===== config.mk =====
export PLATFORM = sky130hd
export DESIGN_NAME = wb_fabric_top
export DESIGN_NICKNAME = d
export VERILOG_FILES = /design/src/design/wb_bus_pkg.sv /design/src/design/wb_map_pkg.sv /design/src/design/wb_bus_watchdog.sv /design/src/design/wb_fabric_top.sv /design/src/design/wbs_addr_decode.sv /design/src/design/wbs_arbiter.sv /design/src/design/wbs_reg_bank.sv
export VERILOG_INCLUDE_DIRS = /design/src /design/src/design
export SDC_FILE = /design/constraint.sdc
export NUM_CORES = 1
export LEC_CHECK = 0
export BUFFER_PORTS_ARGS = -buffer_cell sky130_fd_sc_hd__clkbuf_2
export CORE_AREA = 2 2 248 250
export CTS_BUF_LIST = sky130_fd_sc_hd__clkbuf_16
export CTS_CLUSTER_DIAMETER = 60
export DETAILED_ROUTE_END_ITERATION = 7
export DIE_AREA = 0 0 250 252
export SLEW_MARGIN = 15
export SYNTH_ARGS = -nofsm -noshare
export SYNTH_HDL_FRONTEND = slang
export SYNTH_HIERARCHICAL = 1
export SYNTH_SLANG_ARGS = --single-unit

===== constraint.sdc =====
create_clock -name wb_clk_i -period 3.8 [get_ports wb_clk_i]
set_input_delay 0.76 -clock wb_clk_i [delete_from_list [all_inputs] [get_ports wb_clk_i]]
set_output_delay 0.76 -clock wb_clk_i [all_outputs]
set_load 0.01 [all_outputs]

===== src/design/wb_fabric_consts.svh =====
`ifndef WB_FABRIC_CONSTS_SVH
`define WB_FABRIC_CONSTS_SVH

// bus widths.
`define WB_ADR_W      32
`define WB_DAT_W      16
`define WB_SEL_W      2
`define WB_NUM_SLAVES 2

// address map, upper 16 bits compared against base and high.
`define SLV0_BASE 32'h0001_0000
`define SLV0_HIGH 16'h0001
`define SLV1_BASE 32'h0002_0000
`define SLV1_HIGH 16'h0003

// slave 1 ack delay, in cycles.
`define SLV1_WAIT 3

// wait cycles before a bus error.
`define WB_TIMEOUT 16

`endif


===== src/design/wb_bus_pkg.sv =====
package wb_bus_pkg;

  // ########################################
  // bus control states
  // ########################################

  // arbiter transaction state.
  typedef enum logic {
    ARB_IDLE = 1'b0, // waiting for cyc and stb.
    ARB_WAIT = 1'b1  // strobe issued, waiting for ack or timeout.
  } arb_state_e;

  // register bank ack delay state.
  typedef enum logic {
    BANK_IDLE  = 1'b0,
    BANK_DELAY = 1'b1 // counting down wait cycles.
  } bank_state_e;

endpackage


===== src/design/wb_map_pkg.sv =====
`include "wb_fabric_consts.svh"

package wb_map_pkg;

  // ########################################
  // address map types
  // ########################################

  // encoded slave index.
  typedef enum logic {
    SLV_FAST = 1'b0, // register bank, no wait states.
    SLV_SLOW = 1'b1  // register bank with fixed wait.
  } slave_id_e;

  // one bit per slave window.
  typedef logic [`WB_NUM_SLAVES-1:0] slave_hit_t;

endpackage


===== src/design/wb_bus_watchdog.sv =====
`include "wb_fabric_consts.svh"

module wb_bus_watchdog #(
  parameter int TIMEOUT = `WB_TIMEOUT
) (
  input  logic wb_clk_i,
  input  logic wb_rst_i,
  input  logic count_en_i,
  output logic timeout_o
);

  localparam int CNT_W = $clog2(TIMEOUT + 1);

  logic [CNT_W-1:0] wait_cnt;

  // saturating wait counter, cleared whenever the bus is not waiting.
  always_ff @(posedge wb_clk_i) begin
    if (wb_rst_i || !count_en_i) begin
      wait_cnt  <= '0;
      timeout_o <= 1'b0;
    end else begin
      if (wait_cnt != CNT_W'(TIMEOUT)) begin
        wait_cnt <= wait_cnt + 1'b1;
      end
      timeout_o <= (wait_cnt == CNT_W'(TIMEOUT)); // full count reached.
    end
  end

  // ########################################
  // checks
  // ########################################

  // a dropped enable must have cleared the flag by the next cycle.
  a_no_stale_timeout: assert property (
    @(posedge wb_clk_i) disable iff (wb_rst_i)
    !$past(count_en_i) |-> !timeout_o
  );

endmodule


===== src/design/wb_fabric_top.sv =====
`include "wb_fabric_consts.svh"

module wb_fabric_top
  import wb_map_pkg::*;
(
  input  logic                 wb_clk_i,
  input  logic                 wb_rst_i,
  input  logic                 wbm_cyc_i,
  input  logic                 wbm_stb_i,
  input  logic                 wbm_we_i,
  input  logic [`WB_SEL_W-1:0] wbm_sel_i,
  input  logic [`WB_ADR_W-1:0] wbm_adr_i,
  input  logic [`WB_DAT_W-1:0] wbm_dat_i,
  output logic [`WB_DAT_W-1:0] wbm_dat_o,
  output logic                 wbm_ack_o,
  output logic                 wbm_err_o
);

  // decoder results.
  slave_hit_t           hit;
  slave_id_e            slave_id;
  logic                 no_hit;
  logic [`WB_ADR_W-1:0] offset_adr;

  // watchdog.
  logic count_en;
  logic timeout;

  // slave bus.
  slave_hit_t           wbs_cyc;
  slave_hit_t           wbs_stb;
  slave_hit_t           wbs_ack;
  logic                 wbs_we;
  logic [`WB_SEL_W-1:0] wbs_sel;
  logic [`WB_ADR_W-1:0] wbs_adr;
  logic [`WB_DAT_W-1:0] wbs_dat;
  logic [`WB_DAT_W-1:0] wbs0_dat;
  logic [`WB_DAT_W-1:0] wbs1_dat;

  // ########################################
  // decode and timeout, side by side
  // ########################################

  wbs_addr_decode u_addr_decode (
    .wbm_adr_i    (wbm_adr_i),
    .hit_o        (hit),
    .slave_id_o   (slave_id),
    .no_hit_o     (no_hit),
    .offset_adr_o (offset_adr)
  );

  wb_bus_watchdog #(.TIMEOUT(`WB_TIMEOUT)) u_watchdog (
    .wb_clk_i   (wb_clk_i),
    .wb_rst_i   (wb_rst_i),
    .count_en_i (count_en),
    .timeout_o  (timeout)
  );

  wbs_arbiter u_arbiter (
    .wb_clk_i     (wb_clk_i),     .wb_rst_i     (wb_rst_i),
    .wbm_cyc_i    (wbm_cyc_i),    .wbm_stb_i    (wbm_stb_i),
    .wbm_we_i     (wbm_we_i),     .wbm_sel_i    (wbm_sel_i),
    .wbm_dat_i    (wbm_dat_i),    .wbm_dat_o    (wbm_dat_o),
    .wbm_ack_o    (wbm_ack_o),    .wbm_err_o    (wbm_err_o),
    .hit_i        (hit),          .slave_id_i   (slave_id),
    .no_hit_i     (no_hit),       .offset_adr_i (offset_adr),
    .timeout_i    (timeout),      .count_en_o   (count_en),
    .wbs_cyc_o    (wbs_cyc),      .wbs_stb_o    (wbs_stb),
    .wbs_we_o     (wbs_we),       .wbs_sel_o    (wbs_sel),
    .wbs_adr_o    (wbs_adr),      .wbs_dat_o    (wbs_dat),
    .wbs_ack_i    (wbs_ack),      .wbs0_dat_i   (wbs0_dat),
    .wbs1_dat_i   (wbs1_dat)
  );

  // ########################################
  // bus targets
  // ########################################

  wbs_reg_bank #(.WAIT_CYCLES(0)) u_bank_fast (
    .wb_clk_i  (wb_clk_i),   .wb_rst_i  (wb_rst_i),
    .wbs_cyc_i (wbs_cyc[0]), .wbs_stb_i (wbs_stb[0]),
    .wbs_we_i  (wbs_we),     .wbs_sel_i (wbs_sel),
    .wbs_adr_i (wbs_adr),    .wbs_dat_i (wbs_dat),
    .wbs_dat_o (wbs0_dat),   .wbs_ack_o (wbs_ack[0])
  );

  wbs_reg_bank #(.WAIT_CYCLES(`SLV1_WAIT)) u_bank_slow (
    .wb_clk_i  (wb_clk_i),   .wb_rst_i  (wb_rst_i),
    .wbs_cyc_i (wbs_cyc[1]), .wbs_stb_i (wbs_stb[1]),
    .wbs_we_i  (wbs_we),     .wbs_sel_i (wbs_sel),
    .wbs_adr_i (wbs_adr),    .wbs_dat_i (wbs_dat),
    .wbs_dat_o (wbs1_dat),   .wbs_ack_o (wbs_ack[1])
  );

endmodule


===== src/design/wbs_addr_decode.sv =====
`include "wb_fabric_consts.svh"

module wbs_addr_decode
  import wb_map_pkg::*;
(
  input  logic [`WB_ADR_W-1:0] wbm_adr_i,
  output slave_hit_t           hit_o,
  output slave_id_e            slave_id_o,
  output logic                 no_hit_o,
  output logic [`WB_ADR_W-1:0] offset_adr_o
);

  // window table, index is the slave number.
  localparam logic [`WB_ADR_W-1:0] SLV_BASE [`WB_NUM_SLAVES] = '{`SLV0_BASE, `SLV1_BASE};
  localparam logic [15:0]          SLV_HIGH [`WB_NUM_SLAVES] = '{`SLV0_HIGH, `SLV1_HIGH};

  logic [15:0] adr_hi;
  slave_hit_t  in_window;

  assign adr_hi = wbm_adr_i[`WB_ADR_W-1 -: 16];

  // raw window compare.
  always_comb begin
    for (int i = 0; i < `WB_NUM_SLAVES; i++) begin
      in_window[i] = (adr_hi >= SLV_BASE[i][`WB_ADR_W-1 -: 16]) &&
                     (adr_hi <= SLV_HIGH[i]);
    end
  end

  // priority pick.
  // scanning downwards lets the lowest numbered window win.
  always_comb begin
    hit_o        = '0;
    slave_id_o   = SLV_FAST;
    no_hit_o     = 1'b1;
    offset_adr_o = wbm_adr_i; // unchanged on a miss.
    for (int i = `WB_NUM_SLAVES - 1; i >= 0; i--) begin
      if (in_window[i]) begin
        hit_o        = '0;
        hit_o[i]     = 1'b1;
        slave_id_o   = slave_id_e'(i[0]);
        no_hit_o     = 1'b0;
        offset_adr_o = wbm_adr_i - SLV_BASE[i]; // slave-local address.
      end
    end
  end

endmodule


===== src/design/wbs_arbiter.sv =====
`include "wb_fabric_consts.svh"

module wbs_arbiter
  import wb_bus_pkg::*, wb_map_pkg::*;
(
  input  logic                 wb_clk_i,
  input  logic                 wb_rst_i,
  // master side
  input  logic                 wbm_cyc_i,
  input  logic                 wbm_stb_i,
  input  logic                 wbm_we_i,
  input  logic [`WB_SEL_W-1:0] wbm_sel_i,
  input  logic [`WB_DAT_W-1:0] wbm_dat_i,
  output logic [`WB_DAT_W-1:0] wbm_dat_o,
  output logic                 wbm_ack_o,
  output logic                 wbm_err_o,
  // decoder
  input  slave_hit_t           hit_i,
  input  slave_id_e            slave_id_i,
  input  logic                 no_hit_i,
  input  logic [`WB_ADR_W-1:0] offset_adr_i,
  // watchdog
  input  logic                 timeout_i,
  output logic                 count_en_o,
  // slave side
  output slave_hit_t           wbs_cyc_o,
  output slave_hit_t           wbs_stb_o,
  output logic                 wbs_we_o,
  output logic [`WB_SEL_W-1:0] wbs_sel_o,
  output logic [`WB_ADR_W-1:0] wbs_adr_o,
  output logic [`WB_DAT_W-1:0] wbs_dat_o,
  input  slave_hit_t           wbs_ack_i,
  input  logic [`WB_DAT_W-1:0] wbs0_dat_i,
  input  logic [`WB_DAT_W-1:0] wbs1_dat_i
);

  arb_state_e state;
  slave_hit_t active_hit; // target of the transfer in flight.
  slave_id_e  active_id;
  logic       req;
  logic       ack_hit;

  // the cycle carrying ack or err closes the previous transfer.
  assign req = (state == ARB_IDLE) && wbm_cyc_i && wbm_stb_i && !wbm_ack_o && !wbm_err_o;
  assign ack_hit = (state == ARB_WAIT) && |(wbs_ack_i & active_hit);

  assign count_en_o = (state == ARB_WAIT);

  // shared slave signals pass straight through.
  assign wbs_we_o  = wbm_we_i;
  assign wbs_sel_o = wbm_sel_i;
  assign wbs_dat_o = wbm_dat_i;

  // ########################################
  // transaction FSM
  // ########################################

  always_ff @(posedge wb_clk_i) begin
    wbs_cyc_o <= '0; // strobes are single-cycle pulses.
    wbs_stb_o <= '0;
    wbm_ack_o <= 1'b0;
    wbm_err_o <= 1'b0;
    if (wb_rst_i) begin
      state      <= ARB_IDLE;
      active_hit <= '0;
      active_id  <= SLV_FAST;
    end else begin
      case (state)
        ARB_IDLE: begin
          if (req) begin
            active_hit <= no_hit_i ? '0 : hit_i; // a miss strobes nobody.
            active_id  <= slave_id_i;
            wbs_cyc_o  <= no_hit_i ? '0 : hit_i;
            wbs_stb_o  <= no_hit_i ? '0 : hit_i;
            state      <= ARB_WAIT;
          end
        end
        ARB_WAIT: begin
          if (ack_hit) begin
            wbm_ack_o <= 1'b1;
            state     <= ARB_IDLE;
          end else if (timeout_i) begin
            wbm_err_o <= 1'b1;
            state     <= ARB_IDLE;
          end
        end
        default: state <= ARB_IDLE;
      endcase
    end
  end

  // payload registers.
  always_ff @(posedge wb_clk_i) begin
    if (req) begin
      wbs_adr_o <= offset_adr_i;
    end
    if (ack_hit) begin
      wbm_dat_o <= (active_id == SLV_SLOW) ? wbs1_dat_i : wbs0_dat_i;
    end
  end

  // ########################################
  // checks
  // ########################################

  a_ack_err_excl: assert property (
    @(posedge wb_clk_i) disable iff (wb_rst_i)
    !(wbm_ack_o && wbm_err_o)
  );

  a_stb_onehot: assert property (
    @(posedge wb_clk_i) disable iff (wb_rst_i)
    $onehot0(wbs_stb_o)
  );

  // no new strobe while a transfer is pending.
  a_no_stb_in_wait: assert property (
    @(posedge wb_clk_i) disable iff (wb_rst_i)
    (state == ARB_WAIT) |=> (wbs_stb_o == '0)
  );

endmodule


===== src/design/wbs_reg_bank.sv =====
`include "wb_fabric_consts.svh"

module wbs_reg_bank
  import wb_bus_pkg::*;
#(
  parameter int WAIT_CYCLES = 0
) (
  input  logic                 wb_clk_i,
  input  logic                 wb_rst_i,
  input  logic                 wbs_cyc_i,
  input  logic                 wbs_stb_i,
  input  logic                 wbs_we_i,
  input  logic [`WB_SEL_W-1:0] wbs_sel_i,
  input  logic [`WB_ADR_W-1:0] wbs_adr_i,
  input  logic [`WB_DAT_W-1:0] wbs_dat_i,
  output logic [`WB_DAT_W-1:0] wbs_dat_o,
  output logic                 wbs_ack_o
);

  localparam int CNT_W = (WAIT_CYCLES > 1) ? $clog2(WAIT_CYCLES) : 1;

  logic [`WB_DAT_W-1:0] regs [16];
  logic [3:0]           idx;
  logic                 access;
  bank_state_e          state;
  logic [CNT_W-1:0]     delay_cnt;

  assign idx    = wbs_adr_i[4:1]; // word index, upper offsets alias.
  assign access = wbs_cyc_i && wbs_stb_i && (state == BANK_IDLE);

  // register file, byte lanes follow sel.
  always_ff @(posedge wb_clk_i) begin
    if (wb_rst_i) begin
      for (int i = 0; i < 16; i++) begin
        regs[i] <= '0;
      end
    end else if (access && wbs_we_i) begin
      for (int b = 0; b < `WB_SEL_W; b++) begin
        if (wbs_sel_i[b]) begin
          regs[idx][8*b +: 8] <= wbs_dat_i[8*b +: 8];
        end
      end
    end
  end

  // read data taken at the strobe, held through ack.
  always_ff @(posedge wb_clk_i) begin
    if (access) begin
      wbs_dat_o <= regs[idx];
    end
  end

  // ack delay.
  always_ff @(posedge wb_clk_i) begin
    if (wb_rst_i) begin
      state     <= BANK_IDLE;
      delay_cnt <= '0;
      wbs_ack_o <= 1'b0;
    end else begin
      wbs_ack_o <= 1'b0;
      case (state)
        BANK_IDLE: begin
          if (access && (WAIT_CYCLES == 0)) begin
            wbs_ack_o <= 1'b1; // zero wait.
          end else if (access) begin
            state     <= BANK_DELAY;
            delay_cnt <= CNT_W'((WAIT_CYCLES > 0) ? WAIT_CYCLES - 1 : 0);
          end
        end
        BANK_DELAY: begin
          if (delay_cnt == '0) begin
            wbs_ack_o <= 1'b1;
            state     <= BANK_IDLE;
          end else begin
            delay_cnt <= delay_cnt - 1'b1;
          end
        end
        default: state <= BANK_IDLE;
      endcase
    end
  end

endmodule


=== Word-level counts from Yosys, hierarchy flattened ===
Memory sizes are Yosys's and may differ from the RTL's. A register that Yosys moved wholly into a read port is not among the register bits.
Cells that the tools add are included.

* Memory bits (read-only): 0
* Register bits after elaboration: 42
* Bits of input ports: 55
* Bits in writable memories: 512
* Memories: 2
* Bits in latches: 0

* $lt $le $gt $ge: 4
* Equal/unequal tests: 4
* Bitwise logic cells: 5
* Divide/modulo/power cells: 0
* Shift-type cells: 0
* $mul: 0
* $add $sub $neg: 5
* Reduce and logical (&&, ||, !) cells: 25
* Mux-type cells: 52

{| class="wikitable"
|+ Memory list
! name !! words !! bits a word !! read ports !! clocked after Yosys merged registers in !! write ports !! line !! RTL
|-
| u_bank_fast.regs || 16 || 16 || 1 || 1 || 16 || wbs_reg_bank.sv:22 || <nowiki>logic [`WB_DAT_W-1:0] regs [16];</nowiki>
|-
| u_bank_slow.regs || 16 || 16 || 1 || 1 || 16 || wbs_reg_bank.sv:22 ||
|}

{| class="wikitable"
|+ Operators by type and width
! operator !! count
|-
| $mux 16 || 3
|-
| $mux 1 || 33
|-
| $reduce_or 16->1 || 2
|-
| $ge 16x1->1 const B || 1
|-
| $ge 16x2->1 const B || 1
|-
| $le 16x1->1 const B || 1
|-
| $le 16x2->1 const B || 1
|-
| $mux 2 || 7
|-
| $logic_and 1x1->1 || 11
|-
| $mux 5 || 2
|-
| $sub 5x1->5 const B || 2
|-
| $mux 4 || 2
|-
| $pmux 1 s2 || 4
|-
| $reduce_or 2->1 || 3
|-
| $reduce_or 3->1 || 2
|-
| $add 5x1->5 const B || 1
|-
| $eq 5x5->1 const B || 1
|-
| $ne 5x5->1 const B || 1
|-
| $not 1->1 || 4
|-
| $pmux 2 s2 || 1
|-
| $reduce_and 2->1 || 2
|-
| $logic_not 1->1 || 3
|-
| $and 2x2->2 || 1
|-
| $logic_not 2->1 || 1
|-
| other kinds (5) || 5
|}

=== Logic depth before layout (Yosys ltp) ===
* Depth after elaboration: 8
* Mapped depth: 9

=== Cells and area by module ===
Netlist, hierarchy kept.

{| class="wikitable"
|+ By module, submodules not included
! module !! times used !! area each (µm²) !! cells an instance
|-
| wbs_reg_bank at u_bank_slow || 1 || 12074.1 || 837
|-
| wbs_reg_bank at u_bank_fast || 1 || 11941.5 || 821
|-
| wbs_arbiter || 1 || 2128.3 || 118
|-
| wbs_addr_decode || 1 || 583.1 || 74
|-
| wb_bus_watchdog || 1 || 261.5 || 26
|}

=== Worst setup path before layout ===
OpenSTA, ideal clock, no wires.

* Path kind: in2reg
* Start point: in wbm_adr_i[17]
* End point: reg u_arbiter.active_hit[0]
* Path slack: 1.508 ns
* Arrival: 2.221 ns
* Required time: 3.729 ns
* Stages on the path: 9
* Buffers on the path: 2
* Path through: inv_1 -> ha_1 -> clkbuf_1 -> inv_1 -> and2_1 -> buf_4 -> or2_2 -> nand4b_1 -> a21oi_1

* Cells in the longest elaborated chain, start to end: 5

{| class="wikitable"
|+ RTL lines
! what !! line !! RTL
|-
| start, declared || wb_fabric_top.sv:12 || <nowiki>input logic [`WB_ADR_W-1:0] wbm_adr_i,</nowiki>
|-
| $ge 16x2->1 / $le 16x2->1 (equally long branches) || wbs_addr_decode.sv:25, wbs_addr_decode.sv:26 ||
|-
| $logic_and 1x1->1 || wbs_addr_decode.sv:25 || <nowiki>in_window[i] = (adr_hi >= SLV_BASE[i][`WB_ADR_W-1 -: 16]) &&</nowiki>
|-
| $mux 1 || wbs_addr_decode.sv:38 || <nowiki>if (in_window[i]) begin</nowiki>
|-
| $mux 1 (*) || wbs_addr_decode.sv:38 ||
|-
| via no_hit || wb_fabric_top.sv:22 || <nowiki>logic no_hit;</nowiki>
|-
| $mux 2 (*) || wbs_arbiter.sv:71 || <nowiki>active_hit <= no_hit_i ? '0 : hit_i;</nowiki>
|-
| end signal, assigned || wbs_arbiter.sv:71 ||
|-
| end, declared || wbs_arbiter.sv:38 || <nowiki>slave_hit_t active_hit;</nowiki>
|}

Mark *: on every way through the listed nets, which the timed path passes. The rest lies on a longest branch.
A chain may end at the register's enable or synchronous reset.

==> results_dict.tcl <==
set metrics [dict create \
    antenna_found_initial 3 \
    layout_commonest_cell "edfxtp_1" \
    die-area_mm2 0.0630 \
    post_cts_resize_count 0 \
    grt_overflow 0 \
    vdd_drop_max_uv 357 \
    critPathKind "flop to flop" \
    rows 90 \
    core_area_mm2 0.0601 \
    hold_violations 0 \
    crit_path_end_kind "flop" \
    worstPathMaxFanout 26 \
    fp.dieW_um 250 \
    routedWlPerCell_um 23.5 \
    switching_share_pct 21.2 \
    wl_mm 63.6 \
    dr.pass1.iters 5 \
    drive_gt1_share_pct 23.5 \
    grt_max_degree 70 \
    status "completed" \
    p_leak_nw 9.34 \
    cts_tree "built" \
    setup_violations 0 \
    numCtsBuffers 58 \
    ctsRootBufferMaster "clkbuf_16" \
    slew_headroom_pct 36.0 \
    power.internal_w 0.0111 \
    finalMaxSlewViolations 0 \
    most-common-layout-cells "edfxtp_1, nor2_1, nand2_1" \
    max_freq_ghz 0.384 \
    grt_first_pass_wirelength_mm 95.1 \
    switchingPower_w 0.00300 \
    dp_hpwl_mm 38.9 \
    num_vias 15200 \
    cp.required_ns 4.12 \
    cts_setup_buffers 0 \
    worstMarginPinSlew_ns 0.956 \
    rsz0062_at_grt "false" \
    p_seq_share_pct 52.2 \
    area_growth_pct 12.6 \
    initial_core_util_pct 42.9 \
    drc 0 \
    grt.total_usage_pct 20.4 \
    clock_sinks 583 \
    fin_nets 1938 \
    clockPowerShare_pct 41.7 \
    cp.arrival_ns 2.93 \
    io_pins 73 \
    combPwrFrac_pct 6.1 \
    cts.htree.levels 2 \
    antenna_left 0 \
    viasPerCell 5.63 \
    drv_cap 0 \
    netlist_area_mm2 0.0258 \
    synth_area_per_cell_um2 14.3 \
    tns_ns 0 \
    powerDensity_mw_per_mm2 487 \
    grt_pass1_vias 15400 \
    synth_fp_nets 1857 \
    port_buffers 60 \
    clk_pin_slew_ns 0.06 \
    ys.warnings.count 6 \
    clkLatencyLatePin_ns 0.62 \
    syn-instance-count 1797 \
    globalplace.congestion 0.773 \
    fin_crit_sh_pct 68.6 \
    startpoint_type "flop" \
    holdBufCountCts 0 \
    cts_buffer_depth 3 \
    drt-initial-drc-count 1669 \
    hold_class "input pin to flop" \
    power_w 0.0141 \
    die_h_um 252 \
    min_period_ns 2.61 \
    fin_skew_ns 0.0124 \
]
-- sequential cells by signal, indices dropped and copies added (netlist names) --
name	count
u_arbiter/active_hit	2
u_watchdog/timeout_o	1
u_bank_fast/wbs_dat_o	16
u_bank_fast/wbs_ack_o	1
u_bank_slow/state	1
u_watchdog/wait_cnt	5
u_arbiter/wbs_stb_o	2
u_arbiter/wbm_ack_o	1
u_bank_slow/regs	256
u_arbiter/active_id	1
u_arbiter/count_en_o	1
u_arbiter/wbm_err_o	1
u_bank_slow/delay_cnt	2
u_arbiter/wbm_dat_o	16
u_bank_slow/wbs_dat_o	16
u_arbiter/wbs_adr_o	4
u_bank_fast/regs	256
u_bank_slow/wbs_ack_o	1
-- power by group through the flow --
stage	sequential (W)	clock [W]	combinational, W
2_1_floorplan	0.00749	0	0.000567
3_3_place_gp	0.00750	0	0.000864
3_5_place_dp	0.00753	0	0.000870
4_1_cts	0.00739	0.00600	0.000872
5_1_grt	0.00741	0.00625	0.000921
6_report	0.00739	0.00589	0.000861
-- final cells by class --
class / count / area (um2)
Fill cell: 5306 / 31100
Clock inverter: 45 / 430
Inverter: 10 / 37.5
Clock buffer: 61 / 1530
Sequential cell: 583 / 17300
Timing Repair Buffer: 177 / 1240
Tap cell: 782 / 978
Antenna cell: 1 / 2.50
Multi-Input combinational cell: 1048 / 7500
-- through the flow --
step	hold WS (ns)	cell area, um2	util, %	setup WS [ns]	std cells
after floorplan	0.444	25800	-	1.52	1797
after global placement	0.466	27100	45.0	0.837	2600
after detailed placement	0.473	27100	45.0	0.811	2600
after CTS	0.308	29000	48.3	1.17	2706
after global routing	0.328	29000	48.3	1.03	2707
final	0.352	29000	48.3	1.19	2707
-- critical path, cell delays in order, from the launching register on --
cell and delay (ns):
edfxtp_1 0.67, buf_12 0.29, and2b_1 0.21, nand4_2 0.41, o21bai_1 0.48, buf_4 0.24
-- per-layer routing --
metal	track usage (%)	wire length [um]	vias to the layer above
met5	0	13	-
met4	6.89	1660	2
met3	3.11	4690	118
met2	32.7	30500	617
met1	28.6	26700	7773
li1	-	-	6733
-- path summary, 6_finish.rpt --
path / slack [ns] / end / cells after the start / startpoint
worst min-delay path: 0.35 / u_arbiter/wbs_adr_o[4] / 1 / wbm_adr_i[4]
worst max register to register: 1.19 / u_bank_slow/regs[9][13] / 5 / u_arbiter/wbs_adr_o[1]
worst max-delay path: 1.19 / u_bank_slow/regs[9][13] / 5 / u_arbiter/wbs_adr_o[1]
worst min register to register: 0.49 / u_arbiter/active_hit[1] / 2 / u_arbiter/active_hit[1]
No activity file was read; power rests on OpenSTA's default activity.
